File: src/rtl/cpu_pkg.sv
package cpu_pkg;

    localparam int DBITS     = 32;
    localparam int REGNOBITS = 4;
    localparam int REGWORDS  = 1 << REGNOBITS;
    localparam int IMMBITS   = 16;
    localparam int OP1BITS   = 6;
    localparam int OP2BITS   = 8;

    typedef logic [DBITS-1:0]     word_t;
    typedef logic [REGNOBITS-1:0] reg_idx_t;
    typedef logic [OP1BITS-1:0]   op1_t;
    typedef logic [OP2BITS-1:0]   op2_t;
    typedef logic [1:0]           wb_src_t;

    localparam word_t START_PC  = 32'h100;
    localparam word_t INST_SIZE = 32'd4;

    // Primary opcodes
    localparam op1_t OP1_ALUR = 6'b000000;
    localparam op1_t OP1_BEQ  = 6'b001000;
    localparam op1_t OP1_BLT  = 6'b001001;
    localparam op1_t OP1_BLE  = 6'b001010;
    localparam op1_t OP1_BNE  = 6'b001011;
    localparam op1_t OP1_JAL  = 6'b001100;
    localparam op1_t OP1_LW   = 6'b010010;
    localparam op1_t OP1_SW   = 6'b011010;
    localparam op1_t OP1_ADDI = 6'b100000;
    localparam op1_t OP1_ANDI = 6'b100100;
    localparam op1_t OP1_ORI  = 6'b100101;
    localparam op1_t OP1_XORI = 6'b100110;

    // Secondary opcodes, ALUR only
    localparam op2_t OP2_EQ   = 8'b00001000;
    localparam op2_t OP2_LT   = 8'b00001001;
    localparam op2_t OP2_LE   = 8'b00001010;
    localparam op2_t OP2_NE   = 8'b00001011;
    localparam op2_t OP2_ADD  = 8'b00100000;
    localparam op2_t OP2_AND  = 8'b00100100;
    localparam op2_t OP2_OR   = 8'b00100101;
    localparam op2_t OP2_XOR  = 8'b00100110;
    localparam op2_t OP2_SUB  = 8'b00101000;
    localparam op2_t OP2_NAND = 8'b00101100;
    localparam op2_t OP2_NOR  = 8'b00101101;
    localparam op2_t OP2_NXOR = 8'b00101110;
    localparam op2_t OP2_RSHF = 8'b00110000;
    localparam op2_t OP2_LSHF = 8'b00110001;

    localparam wb_src_t WB_PC  = 2'b00;  // Link value
    localparam wb_src_t WB_MEM = 2'b01;  // Load data
    localparam wb_src_t WB_ALU = 2'b10;

    typedef struct packed {
        op1_t       op1;
        op2_t       op2;
        logic [5:0] rsvd;
        reg_idx_t   rd;
        reg_idx_t   rs;
        reg_idx_t   rt;
    } alu_r_fmt_t;

    typedef struct packed {
        op1_t               op1;
        logic [1:0]         rsvd;
        logic [IMMBITS-1:0] imm;
        reg_idx_t           rs;
        reg_idx_t           rt;
    } imm_fmt_t;

    // Same word, two field layouts
    typedef union packed {
        alu_r_fmt_t r;
        imm_fmt_t   i;
    } instr_t;

    typedef struct packed {
        logic     valid;
        op1_t     op1;
        op2_t     op2;
        word_t    link_pc;
        word_t    rs_val;
        word_t    rt_val;
        word_t    imm;      // Sign extended
        reg_idx_t dst;
        logic     reg_we;
        logic     mem_we;
        logic     mem_re;
        wb_src_t  wb_src;
    } id_ex_t;

    typedef struct packed {
        logic     valid;
        word_t    link_pc;
        word_t    alu;
        word_t    store_data;
        reg_idx_t dst;
        logic     reg_we;
        logic     mem_we;
        logic     mem_re;
        wb_src_t  wb_src;
    } ex_mem_t;

    typedef struct packed {
        logic  cyc;
        logic  stb;
        logic  we;
        word_t adr;
        word_t dat_w;
    } wb_req_t;

    typedef struct packed {
        logic  ack;
        word_t dat_r;
    } wb_rsp_t;

    typedef struct packed {
        logic     en;
        reg_idx_t idx;
        word_t    data;
    } reg_wr_t;

endpackage

File: src/rtl/fetch_stage.sv
module fetch_stage (
    input  logic            clk,
    input  logic            reset,
    input  logic            mem_busy,
    input  logic            hazard_stall,
    input  logic            redirect,
    input  cpu_pkg::word_t  redirect_pc,
    output cpu_pkg::word_t  imem_addr,
    input  cpu_pkg::instr_t instr,
    output cpu_pkg::instr_t fe_instr,
    output cpu_pkg::word_t  fe_pc,
    output logic            fe_valid
);

    cpu_pkg::word_t pc;
    cpu_pkg::word_t pc_plus;
    logic           advance;

    assign imem_addr = pc;
    assign pc_plus   = pc + cpu_pkg::INST_SIZE;
    assign advance   = !mem_busy && !hazard_stall && !redirect;

    always_ff @(posedge clk or posedge reset) begin
        if (reset) begin
            pc       <= cpu_pkg::START_PC;
            fe_valid <= 1'b0;
        end else if (!mem_busy && redirect) begin
            pc       <= redirect_pc;  // Taken branch or JAL
            fe_valid <= 1'b0;
        end else if (advance) begin
            pc       <= pc_plus;
            fe_valid <= 1'b1;
        end
    end

    // Instruction word and link value
    always_ff @(posedge clk) begin
        if (advance) begin
            fe_instr <= instr;
            fe_pc    <= pc_plus;
        end
    end

endmodule

File: src/rtl/decode_stage.sv
module decode_stage (
    input  logic              clk,
    input  logic              reset,
    input  cpu_pkg::instr_t   fe_instr,
    input  cpu_pkg::word_t    fe_pc,
    input  logic              fe_valid,
    output cpu_pkg::reg_idx_t rs_idx,
    output cpu_pkg::reg_idx_t rt_idx,
    input  cpu_pkg::word_t    rs_val,
    input  cpu_pkg::word_t    rt_val,
    output cpu_pkg::id_ex_t   id_ex,
    input  cpu_pkg::ex_mem_t  ex_mem,
    input  logic              redirect,
    input  logic              mem_busy,
    output logic              hazard_stall
);

    cpu_pkg::id_ex_t dec;
    logic            is_branch;
    logic            uses_rt;
    logic            rs_hit;
    logic            rt_hit;

    // True if an older instruction will still write idx
    function automatic logic pending_write(
        input cpu_pkg::reg_idx_t idx,
        input cpu_pkg::id_ex_t   ex,
        input cpu_pkg::ex_mem_t  mem
    );
        return (idx != '0) &&
               ((ex.valid && ex.reg_we && ex.dst == idx) ||
                (mem.valid && mem.reg_we && mem.dst == idx));
    endfunction

    assign rs_idx = fe_instr.r.rs;
    assign rt_idx = fe_instr.r.rt;

    assign is_branch = (fe_instr.r.op1 == cpu_pkg::OP1_BEQ) ||
                       (fe_instr.r.op1 == cpu_pkg::OP1_BLT) ||
                       (fe_instr.r.op1 == cpu_pkg::OP1_BLE) ||
                       (fe_instr.r.op1 == cpu_pkg::OP1_BNE);
    assign uses_rt   = is_branch || (fe_instr.r.op1 == cpu_pkg::OP1_ALUR) ||
                       (fe_instr.r.op1 == cpu_pkg::OP1_SW);

    assign rs_hit = pending_write(rs_idx, id_ex, ex_mem);
    assign rt_hit = uses_rt && pending_write(rt_idx, id_ex, ex_mem);
    assign hazard_stall = fe_valid && (rs_hit || rt_hit);

    always_comb begin
        dec         = '0;
        dec.valid   = fe_valid;
        dec.op1     = fe_instr.r.op1;
        dec.op2     = fe_instr.r.op2;
        dec.link_pc = fe_pc;
        dec.rs_val  = rs_val;
        dec.rt_val  = rt_val;
        dec.imm     = {{(cpu_pkg::DBITS - cpu_pkg::IMMBITS){fe_instr.i.imm[cpu_pkg::IMMBITS-1]}},
                       fe_instr.i.imm};
        dec.dst     = fe_instr.i.rt;  // rt unless ALUR
        case (fe_instr.r.op1)
            cpu_pkg::OP1_ALUR: begin
                dec.dst    = fe_instr.r.rd;
                dec.reg_we = 1'b1;
                dec.wb_src = cpu_pkg::WB_ALU;
            end
            cpu_pkg::OP1_JAL: begin
                dec.reg_we = 1'b1;
                dec.wb_src = cpu_pkg::WB_PC;
            end
            cpu_pkg::OP1_LW: begin
                dec.mem_re = 1'b1;
                dec.reg_we = 1'b1;
                dec.wb_src = cpu_pkg::WB_MEM;
            end
            cpu_pkg::OP1_SW: dec.mem_we = 1'b1;
            cpu_pkg::OP1_ADDI, cpu_pkg::OP1_ANDI, cpu_pkg::OP1_ORI, cpu_pkg::OP1_XORI: begin
                dec.reg_we = 1'b1;
                dec.wb_src = cpu_pkg::WB_ALU;
            end
            default: ;  // Branches and unknown opcodes write nothing
        endcase
    end

    always_ff @(posedge clk or posedge reset) begin
        if (reset) begin
            id_ex <= '0;
        end else if (!mem_busy) begin
            if (hazard_stall || redirect)
                id_ex <= '0;  // Bubble
            else
                id_ex <= dec;
        end
    end

endmodule

File: src/rtl/register_file.sv
module register_file (
    input  logic              clk,
    input  logic              reset,
    input  cpu_pkg::reg_idx_t rs_idx,
    input  cpu_pkg::reg_idx_t rt_idx,
    output cpu_pkg::word_t    rs_val,
    output cpu_pkg::word_t    rt_val,
    input  cpu_pkg::reg_wr_t  reg_wr
);

    cpu_pkg::word_t regs [cpu_pkg::REGWORDS];
    logic           wr_ok;

    // r0 stays zero, in line with the hazard check ignoring it
    assign wr_ok = reg_wr.en && (reg_wr.idx != '0);

    // Write in the same cycle wins over the stored word
    function automatic cpu_pkg::word_t read_port(input cpu_pkg::reg_idx_t idx);
        if (wr_ok && reg_wr.idx == idx)
            return reg_wr.data;
        return regs[idx];
    endfunction

    always_comb begin
        rs_val = read_port(rs_idx);
        rt_val = read_port(rt_idx);
    end

    always_ff @(posedge clk or posedge reset) begin
        if (reset) begin
            for (int i = 0; i < cpu_pkg::REGWORDS; i++)
                regs[i] <= '0;
        end else if (wr_ok) begin
            regs[reg_wr.idx] <= reg_wr.data;
        end
    end

endmodule

File: src/rtl/execute_stage.sv
module execute_stage (
    input  logic             clk,
    input  logic             reset,
    input  cpu_pkg::id_ex_t  id_ex,
    input  logic             mem_busy,
    output logic             redirect,
    output cpu_pkg::word_t   redirect_pc,
    output cpu_pkg::ex_mem_t ex_mem
);

    cpu_pkg::word_t a;
    cpu_pkg::word_t b;
    cpu_pkg::word_t alu_out;
    cpu_pkg::word_t offset;
    logic           is_jal;
    logic           br_taken;

    assign a      = id_ex.rs_val;
    assign b      = (id_ex.op1 == cpu_pkg::OP1_ALUR) ? id_ex.rt_val : id_ex.imm;
    assign offset = id_ex.imm << 2;  // Word offset
    assign is_jal = (id_ex.op1 == cpu_pkg::OP1_JAL);

    always_comb begin
        alu_out = '0;
        case (id_ex.op1)
            cpu_pkg::OP1_ALUR: begin
                case (id_ex.op2)
                    cpu_pkg::OP2_EQ:   alu_out = {31'b0, a == b};
                    cpu_pkg::OP2_LT:   alu_out = {31'b0, $signed(a) < $signed(b)};
                    cpu_pkg::OP2_LE:   alu_out = {31'b0, $signed(a) <= $signed(b)};
                    cpu_pkg::OP2_NE:   alu_out = {31'b0, a != b};
                    cpu_pkg::OP2_ADD:  alu_out = a + b;
                    cpu_pkg::OP2_AND:  alu_out = a & b;
                    cpu_pkg::OP2_OR:   alu_out = a | b;
                    cpu_pkg::OP2_XOR:  alu_out = a ^ b;
                    cpu_pkg::OP2_SUB:  alu_out = a - b;
                    cpu_pkg::OP2_NAND: alu_out = ~(a & b);
                    cpu_pkg::OP2_NOR:  alu_out = ~(a | b);
                    cpu_pkg::OP2_NXOR: alu_out = ~(a ^ b);
                    cpu_pkg::OP2_RSHF: alu_out = $signed(a) >>> b;  // Arithmetic
                    cpu_pkg::OP2_LSHF: alu_out = a << b;
                    default:           alu_out = '0;
                endcase
            end
            cpu_pkg::OP1_ADDI, cpu_pkg::OP1_LW, cpu_pkg::OP1_SW: alu_out = a + b;
            cpu_pkg::OP1_ANDI: alu_out = a & b;
            cpu_pkg::OP1_ORI:  alu_out = a | b;
            cpu_pkg::OP1_XORI: alu_out = a ^ b;
            default:           alu_out = '0;
        endcase
    end

    // Signed compare of rs and rt
    always_comb begin
        case (id_ex.op1)
            cpu_pkg::OP1_BEQ: br_taken = (id_ex.rs_val == id_ex.rt_val);
            cpu_pkg::OP1_BLT: br_taken = ($signed(id_ex.rs_val) < $signed(id_ex.rt_val));
            cpu_pkg::OP1_BLE: br_taken = ($signed(id_ex.rs_val) <= $signed(id_ex.rt_val));
            cpu_pkg::OP1_BNE: br_taken = (id_ex.rs_val != id_ex.rt_val);
            default:          br_taken = 1'b0;
        endcase
    end

    assign redirect    = id_ex.valid && (br_taken || is_jal);
    assign redirect_pc = is_jal ? a + offset : id_ex.link_pc + offset;

    always_ff @(posedge clk or posedge reset) begin
        if (reset) begin
            ex_mem <= '0;
        end else if (!mem_busy) begin
            ex_mem.valid      <= id_ex.valid;
            ex_mem.link_pc    <= id_ex.link_pc;
            ex_mem.alu        <= alu_out;
            ex_mem.store_data <= id_ex.rt_val;
            ex_mem.dst        <= id_ex.dst;
            ex_mem.reg_we     <= id_ex.reg_we;
            ex_mem.mem_we     <= id_ex.mem_we;
            ex_mem.mem_re     <= id_ex.mem_re;
            ex_mem.wb_src     <= id_ex.wb_src;
        end
    end

endmodule

File: src/rtl/mem_wb_stage.sv
module mem_wb_stage (
    input  logic             clk,
    input  logic             reset,
    input  cpu_pkg::ex_mem_t ex_mem,
    output cpu_pkg::wb_req_t wb_out,
    input  cpu_pkg::wb_rsp_t wb_in,
    output logic             mem_busy,
    output cpu_pkg::reg_wr_t reg_wr
);

    logic           mem_op;
    logic           ack_now;
    logic           launch;
    logic           req_live;  // cyc and stb together
    logic           req_we;
    cpu_pkg::word_t req_adr;
    cpu_pkg::word_t req_dat;

    assign mem_op   = ex_mem.valid && (ex_mem.mem_we || ex_mem.mem_re);
    assign ack_now  = req_live && wb_in.ack;
    assign launch   = mem_op && !req_live;
    assign mem_busy = mem_op && !ack_now;

    assign wb_out = '{cyc: req_live, stb: req_live, we: req_we, adr: req_adr, dat_w: req_dat};

    // Request goes out the cycle after the entry arrives, drops after ack
    always_ff @(posedge clk or posedge reset) begin
        if (reset) begin
            req_live <= 1'b0;
            req_we   <= 1'b0;
        end else if (ack_now) begin
            req_live <= 1'b0;
            req_we   <= 1'b0;
        end else if (launch) begin
            req_live <= 1'b1;
            req_we   <= ex_mem.mem_we;
        end
    end

    always_ff @(posedge clk) begin
        if (launch) begin
            req_adr <= ex_mem.alu;
            req_dat <= ex_mem.store_data;
        end
    end

    // Loads write in the ack cycle, everything else on arrival
    always_comb begin
        reg_wr.en   = ex_mem.valid && ex_mem.reg_we && (!mem_op || ack_now);
        reg_wr.idx  = ex_mem.dst;
        reg_wr.data = ex_mem.alu;
        case (ex_mem.wb_src)
            cpu_pkg::WB_PC:  reg_wr.data = ex_mem.link_pc;
            cpu_pkg::WB_MEM: reg_wr.data = wb_in.dat_r;
            default:         ;
        endcase
    end

endmodule

File: src/rtl/cpu_top.sv
module cpu_top (
    input  logic             clk,
    input  logic             reset,
    output cpu_pkg::word_t   imem_addr,
    input  cpu_pkg::instr_t  instr,
    output cpu_pkg::wb_req_t wb_out,
    input  cpu_pkg::wb_rsp_t wb_in
);

    cpu_pkg::instr_t   fe_instr;
    cpu_pkg::word_t    fe_pc;
    logic              fe_valid;
    cpu_pkg::reg_idx_t rs_idx;
    cpu_pkg::reg_idx_t rt_idx;
    cpu_pkg::word_t    rs_val;
    cpu_pkg::word_t    rt_val;
    cpu_pkg::id_ex_t   id_ex;
    cpu_pkg::ex_mem_t  ex_mem;
    cpu_pkg::reg_wr_t  reg_wr;
    logic              redirect;
    cpu_pkg::word_t    redirect_pc;
    logic              mem_busy;
    logic              hazard_stall;

    fetch_stage u_fetch (
        .clk          (clk),
        .reset        (reset),
        .mem_busy     (mem_busy),
        .hazard_stall (hazard_stall),
        .redirect     (redirect),
        .redirect_pc  (redirect_pc),
        .imem_addr    (imem_addr),
        .instr        (instr),
        .fe_instr     (fe_instr),
        .fe_pc        (fe_pc),
        .fe_valid     (fe_valid)
    );

    decode_stage u_decode (
        .clk          (clk),
        .reset        (reset),
        .fe_instr     (fe_instr),
        .fe_pc        (fe_pc),
        .fe_valid     (fe_valid),
        .rs_idx       (rs_idx),
        .rt_idx       (rt_idx),
        .rs_val       (rs_val),
        .rt_val       (rt_val),
        .id_ex        (id_ex),
        .ex_mem       (ex_mem),
        .redirect     (redirect),
        .mem_busy     (mem_busy),
        .hazard_stall (hazard_stall)
    );

    register_file u_regs (
        .clk    (clk),
        .reset  (reset),
        .rs_idx (rs_idx),
        .rt_idx (rt_idx),
        .rs_val (rs_val),
        .rt_val (rt_val),
        .reg_wr (reg_wr)
    );

    execute_stage u_execute (
        .clk         (clk),
        .reset       (reset),
        .id_ex       (id_ex),
        .mem_busy    (mem_busy),
        .redirect    (redirect),
        .redirect_pc (redirect_pc),
        .ex_mem      (ex_mem)
    );

    mem_wb_stage u_mem_wb (
        .clk      (clk),
        .reset    (reset),
        .ex_mem   (ex_mem),
        .wb_out   (wb_out),
        .wb_in    (wb_in),
        .mem_busy (mem_busy),
        .reg_wr   (reg_wr)
    );

endmodule

File: config.mk
export PLATFORM = sky130hd
export DESIGN_NAME = cpu_top
export DESIGN_NICKNAME = d
export VERILOG_FILES = /design/src/rtl/cpu_pkg.sv /design/src/rtl/fetch_stage.sv /design/src/rtl/decode_stage.sv /design/src/rtl/register_file.sv /design/src/rtl/execute_stage.sv /design/src/rtl/mem_wb_stage.sv /design/src/rtl/cpu_top.sv
export SDC_FILE = /design/constraint.sdc
export NUM_CORES = 2
export LEC_CHECK = 0
export BUFFER_PORTS_ARGS = -buffer_cell sky130_fd_sc_hd__buf_2
export CAP_MARGIN = 10
export CORE_MARGIN = 2
export CORE_UTILIZATION = 32
export DETAILED_ROUTE_END_ITERATION = 10
export GPL_TIMING_DRIVEN = 0
export SLEW_MARGIN = 20
export SYNTH_ARGS = -nofsm -noshare
export SYNTH_HDL_FRONTEND = slang
export SYNTH_SLANG_ARGS = --single-unit
File: constraint.sdc
create_clock -name clk -period 31.7 [get_ports clk]
set_input_delay 1.585 -clock clk [delete_from_list [all_inputs] [get_ports clk]]
set_output_delay 1.585 -clock clk [all_outputs]
set_load 0.01 [all_outputs]
Word level (Yosys, flattened, before mapping)
Index checks and enable logic that the tools add are counted.
{"block": "word_totals", "output_inout_bits": 99, "in_bits": 67, "register_bits": 933, "elab_cells": 201}
{"block": "op_classes", "muxes": 35, "order_cmp": 8, "n_shift": 2, "n_bitwise": 9, "add_sub_neg": 5, "n_eq_ne": 45, "reduce_logical": 52}
{"op": "$bwmux W512", "count": 1}
{"op": "$pmux W32 S14", "count": 1}
{"op": "$mux W32", "count": 13}
{"op": "$bmux W32 S4", "count": 2}
{"op": "$pmux W32 S5", "count": 1}
{"op": "$mux W152", "count": 1}
{"op": "$demux W32 S4", "count": 1}
{"op": "$add A32 B32 Y32", "count": 3}
{"op": "$not A32 Y32", "count": 3}
{"op": "$eq A8 B6 Y1 const B", "count": 10}
{"op": "$eq A32 B32 Y1", "count": 2}
{"op": "$le A32 B32 Y1", "count": 2}
{"op": "$lt A32 B32 Y1", "count": 2}
{"op": "$ne A32 B32 Y1", "count": 2}
{"op": "$pmux W32 S2", "count": 1}
{"op": "$eq A6 B4 Y1 const B", "count": 10}
{"op": "$eq A6 B6 Y1 const B", "count": 8}
{"op": "$add A32 B3 Y32 const B", "count": 1}
{"op": "$and A32 B32 Y32", "count": 1}
{"op": "$eq A8 B4 Y1 const B", "count": 4}
{"op": "$or A32 B32 Y32", "count": 1}
{"op": "$shl A32 B32 Y32", "count": 1}
{"op": "$sshr A32 B32 Y32", "count": 1}
{"op": "$sub A32 B32 Y32", "count": 1}
{"op": "other kinds (21)", "count": 83}

Depth between registers and ports, before layout
{"block": "logic_depth", "ltp_word": 14, "depth_mapped": 22, "depth_no_buf": 16}

Cells and area by module
Synthesis repeated with hierarchy kept, for this count alone.
{"block": "hier_totals", "cells_unflattened": 5234, "hier_area_um2": 57503.9}
{"module": "register_file", "area_per_inst_um2": 27094.7, "seq_area_each_um2": 12812.3, "n_inst": 1, "cells_each": 1753}
{"module": "execute_stage", "area_per_inst_um2": 18137.4, "seq_area_each_um2": 2652.5, "n_inst": 1, "cells_each": 2573}
{"module": "decode_stage", "area_per_inst_um2": 5198.7, "seq_area_each_um2": 3228.1, "n_inst": 1, "cells_each": 376}
{"module": "fetch_stage", "area_per_inst_um2": 4256.6, "seq_area_each_um2": 2748.9, "n_inst": 1, "cells_each": 338}
{"module": "mem_wb_stage", "area_per_inst_um2": 2816.5, "seq_area_each_um2": 1971.9, "n_inst": 1, "cells_each": 194}

Worst setup path after synthesis
Ideal clock, no wire load.
{"block": "synth_timing", "kind": "flip-flop to flip-flop", "start": "reg, netlist name u_decode.id_ex[150]", "end": "reg, netlist name u_execute.ex_mem[69]", "t_required_ns": 31.568, "setup_ns": 0.132, "stages_incl_launch_ff": 21, "path_buffers": 5, "period_less_slack_ns": 5.250, "arrival_time_ns": 5.118, "path_slack_ns": 26.450, "path_cell_list": "dfrtp_1 buf_6 nor4_4 nand3_1 and2_1 buf_2 inv_1 buf_1 clkbuf_1 clkbuf_1 ha_1 nor2b_1 o211a_1 o21ai_1 o21a_1 o21ai_0 a2111oi_0 o21ai_0 a221o_1 a2111oi_1 nor2_1"}
{"block": "synth_between", "elab_chain_len": 6, "word_cells_on_any_way": 21, "cone_classes": "2 x add/sub; 6 x eq/ne; 2 x shift; 3 x mux; 6 x bitwise; 2 x reduce/logical"}
{"element": "parallel branches: the longest is 5 deep, another holds $sub A32 B32 Y32"}
{"element": "$pmux W32 S5 (*)", "line_no": "execute_stage.sv:25", "rtl": "case (id_ex.op1)"}
Every way passes the cells marked *.
A chain may end at the register's enable or synchronous reset.

Worst setup path after layout
{"block": "layout_timing", "start": "reg, netlist name u_decode.id_ex[145]", "end": "reg, netlist name u_execute.ex_mem[69]"}
{"block": "layout_between", "elab_chain_len": 6, "word_cells_on_any_way": 21, "cone_classes": "2 x add/sub; 6 x eq/ne; 2 x shift; 3 x mux; 6 x bitwise; 2 x reduce/logical"}
{"element": "parallel branches: the longest is 5 deep, another holds $sub A32 B32 Y32"}
{"element": "$pmux W32 S5 (*)", "line_no": "execute_stage.sv:25"}
Marks and branches as above.

==> impl_metrics.toml <==
[synth]
synthCells = 5645
synth_top_cell_area_share_pct = 35.27
seq_area_frac_synth_pct = 42.27
syn-cell-area_sq_mm = 0.05534
synthArstFlopShare_pct = 85.92
netlist_top_cells_count = "nand2_1, dfrtp_1, o21ai_0"
synth-seq-cells = 909
synth.distinct_cells = 91
syn_nets = 5863
synth.most_common_cell = "nand2_1"
yosysTopAreaCell = "dfrtp_1"
syn_avg_cell_area_sq_um = 9.803
synth_flop_cell = "dfrtp_1"
synth.area.top_cells = "dfrtp_1, mux4_2, edfxtp_1, o21ai_0, nand2_1"
synth_edf_count = 128
synth_warnings = 0

[floorplanning]
fp.dieH_um = 419.8
io_pins = 166
row_count = 152
dieArea_sq_mm = 0.1763
start_util_pct = 32.22
core_area_sq_mm = 0.1717
die_w_um = 419.8

[timing]
finalSetupViolations = 0
max_freq_mhz = 118.7
worstMarginPinSlew_ns = 1.317
hold_viol_final = 0
final.period_utilization_pct = 26.57
relSlewSlack_pct = 12.21
whs_ns = 0.4506
drv_slew = 0
rsz0062_at_grt = "false"
skew_ns = 0.07084
final.min_clock_period_ns = 8.423

[run_status]
status = "completed"

[routing]
ant_nets = 0
drt_iter0_drc = 7075
wl_um = 277400
vias_per_cell = 6.202
drt-pass1-iter-count = 7
wl_per_cell_um = 33.25
drcViolationCount = 0
vias = 51747

[power]
p_comb_share_pct = 54.4
swShare_pct = 50.60
p_leak_nw = 25.80
p_per_area_mw_per_mm2 = 113.6
peakVddDrop_mv = 0.05563
power_mw = 7.156
p_sw_mw = 3.621
p_clk_share_pct = 17.1
p_seq_share_pct = 28.5
internal_power_mw = 3.535

[worst_setup_path]
crit_path_max_fanout = 10
end_kind = "flop"
startpoint_type = "flop"
critPathArrivalTime_ns = 9.00
worst_path_max_delay_cell = "a2111oi_0"
crit_top_cell = "clkbuf_1"
criticalPathCategory = "flop to flop"
cp_cell_sequence = "or2_2 -> clkbuf_1 -> o21ai_2 -> and2_1 -> buf_2 -> inv_1 -> buf_1 -> clkbuf_1 -> clkbuf_1 -> ha_1 -> nor2b_1 -> o211a_1 -> o21ai_1 -> o21a_1 -> o21ai_0 -> a2111oi_0 -> o21ai_0 -> a221o_1 -> a2111oi_1 -> nor2_1"
cp_slowest_stage_delay_ns = 0.87
cp.required_ns = 32.27

[place]
dp_hpwl_um = 217500
gp_congestion = 1.063
port_buffers = 165

[cts]
numCtsBuffers = 98
cts_setup_buffers = 0
cts_root_buf = "clkbuf_16"
cts_tree = "yes"
clk_path_buf_depth = 3
cts-htree-levels = 3
hold_buffers = 0
insertion_delay_ns = 0.78
cts.repair.resized = 0
clock-sinks = 909
path_clk_slew_ns = 0.06

[final_layout]
layout-drive-gt1-share_pct = 12.91
syn_to_final_growth_pct = 13.84
final_net_count = 6146
postLayoutCoreUtil_pct = 36.68

[grt]
grt_pass1_vias = 49492
antenna_found_initial = 19
overflow = 0
grt_pass1_wl_um = 386000
grt_start_max_net_pins = 106
grt_use_total_pct = 30.93

[job]
drv_cap = 0

[min_path]
hp-class = "flop to flop"
[flip-flops by register name, summed over array words and instances (netlist names)]
register           count
u_mem_wb.req_dat      32
u_mem_wb.req_live      1
u_regs.regs          512
u_mem_wb.req_we        1
u_decode.id_ex       129
u_fetch.imem_addr     32
u_fetch.fe_pc         32
u_execute.ex_mem     105
u_fetch.fe_instr      32
u_mem_wb.req_adr      32
u_fetch.fe_valid       1
[worst paths after layout]
| path | cells after the start | slack (ns) | start | to |
|---|---|---|---|---|
| min in group asynchronous | 2 | 0.83 | reset | u_execute.ex_mem[49] |
| min | 0 | 0.45 | u_execute.ex_mem[36] | u_mem_wb.req_dat[27] |
| min reg2reg | 0 | 0.45 | u_execute.ex_mem[36] | u_mem_wb.req_dat[27] |
| max | 20 | 23.28 | u_decode.id_ex[145] | u_execute.ex_mem[69] |
| max reg2reg | 20 | 23.28 | u_decode.id_ex[145] | u_execute.ex_mem[69] |
| max in group asynchronous | 6 | 28.62 | reset | u_regs.regs[318] |
[layer usage]
layer | global-route usage (%) | part of all wire [%] | vias up
met5 | 0 | 0.026 | -
met4 | 21.75 | 8.1 | 12
met3 | 6.950 | 9.5 | 762
met2 | 45.95 | 43 | 3219
met1 | 39.85 | 39 | 26319
li1 | - | - | 21435
[per-stage QoR]
stage / TNS, ns / cell area, sq um / worst slack [ns] / cells
floorplan: 0 / 55340 / 8.190 / 5645
global placement: -1008.55 / 59050 / -1.408 / 8120
detailed placement: 0 / 59510 / 23.69 / 8138
CTS: 0 / 62940 / 23.64 / 8323
global route: 0 / 62940 / 23.22 / 8323
finish: 0 / 62990 / 23.28 / 8343
[cell usage in the layout, fill, tap and decap left out, types with 21 or more instances in the layout]
master / n
mux2i_1: 99
edfxtp_1: 128
and3_1: 25
nor3_1: 78
a21oi_1: 310
mux4_2: 332
buf_2: 189
clkbuf_16: 98
and2_1: 26
clkbuf_1: 417
a211o_1: 23
ha_1: 149
o22ai_1: 49
a22o_1: 68
a22oi_1: 25
nor2_1: 344
o21bai_1: 21
nand2_1: 867
o211ai_1: 57
a221oi_1: 29
a31oi_1: 41
inv_1: 149
dfrtp_1: 780
nand3_1: 118
xnor2_1: 94
buf_1: 62
o32ai_1: 65
clkbuf_8: 23
a211oi_1: 62
xor2_1: 56
o21ai_0: 730
a21o_1: 71
nor4_1: 32
[power groups by stage]
| stage | sequential (mW) | clock (mW) | combinational (mW) |
|---|---|---|---|
| 2_1_floorplan | 1.82 | 0 | 2.32 |
| 3_3_place_gp | 2.01 | 0 | 3.70 |
| 3_5_place_dp | 2.02 | 0 | 3.72 |
| 4_1_cts | 2.01 | 1.24 | 3.73 |
| 5_1_grt | 2.05 | 1.29 | 4.05 |
| 6_report | 2.04 | 1.23 | 3.89 |
[area by class of cell]
cell class	instances	area, sq um
clock buffers	139	2836
multi-input cells	4081	29480
flip-flops and latches	909	23390
repair buffers	183	1204
plain buffers	501	1959
diodes	20	50.05
inverters	154	585.6
well taps	2310	2890
fillers	17346	108700
clock inverters	46	599.3
[worst max-delay path: cells and delay by family, from the launching register on]
family,cells,cell delay (ns)
simple gates,4,0.72
buf+inv,6,2.83
flops,1,0.49
fa+ha+maj,1,0.46
compound gates,9,3.68
[cell families after synthesis]
logic type / synth area share [%]
and+or+nand+nor: 12.25
buffers and inverters: 4.549
adders and majority gates: 3.441
AOI/OAI and AO/OA: 19.53
DFF: 42.27
xor gates and xnor gates: 2.374
muxes: 15.59
Note: power is estimated with default switching activity, not from simulation.
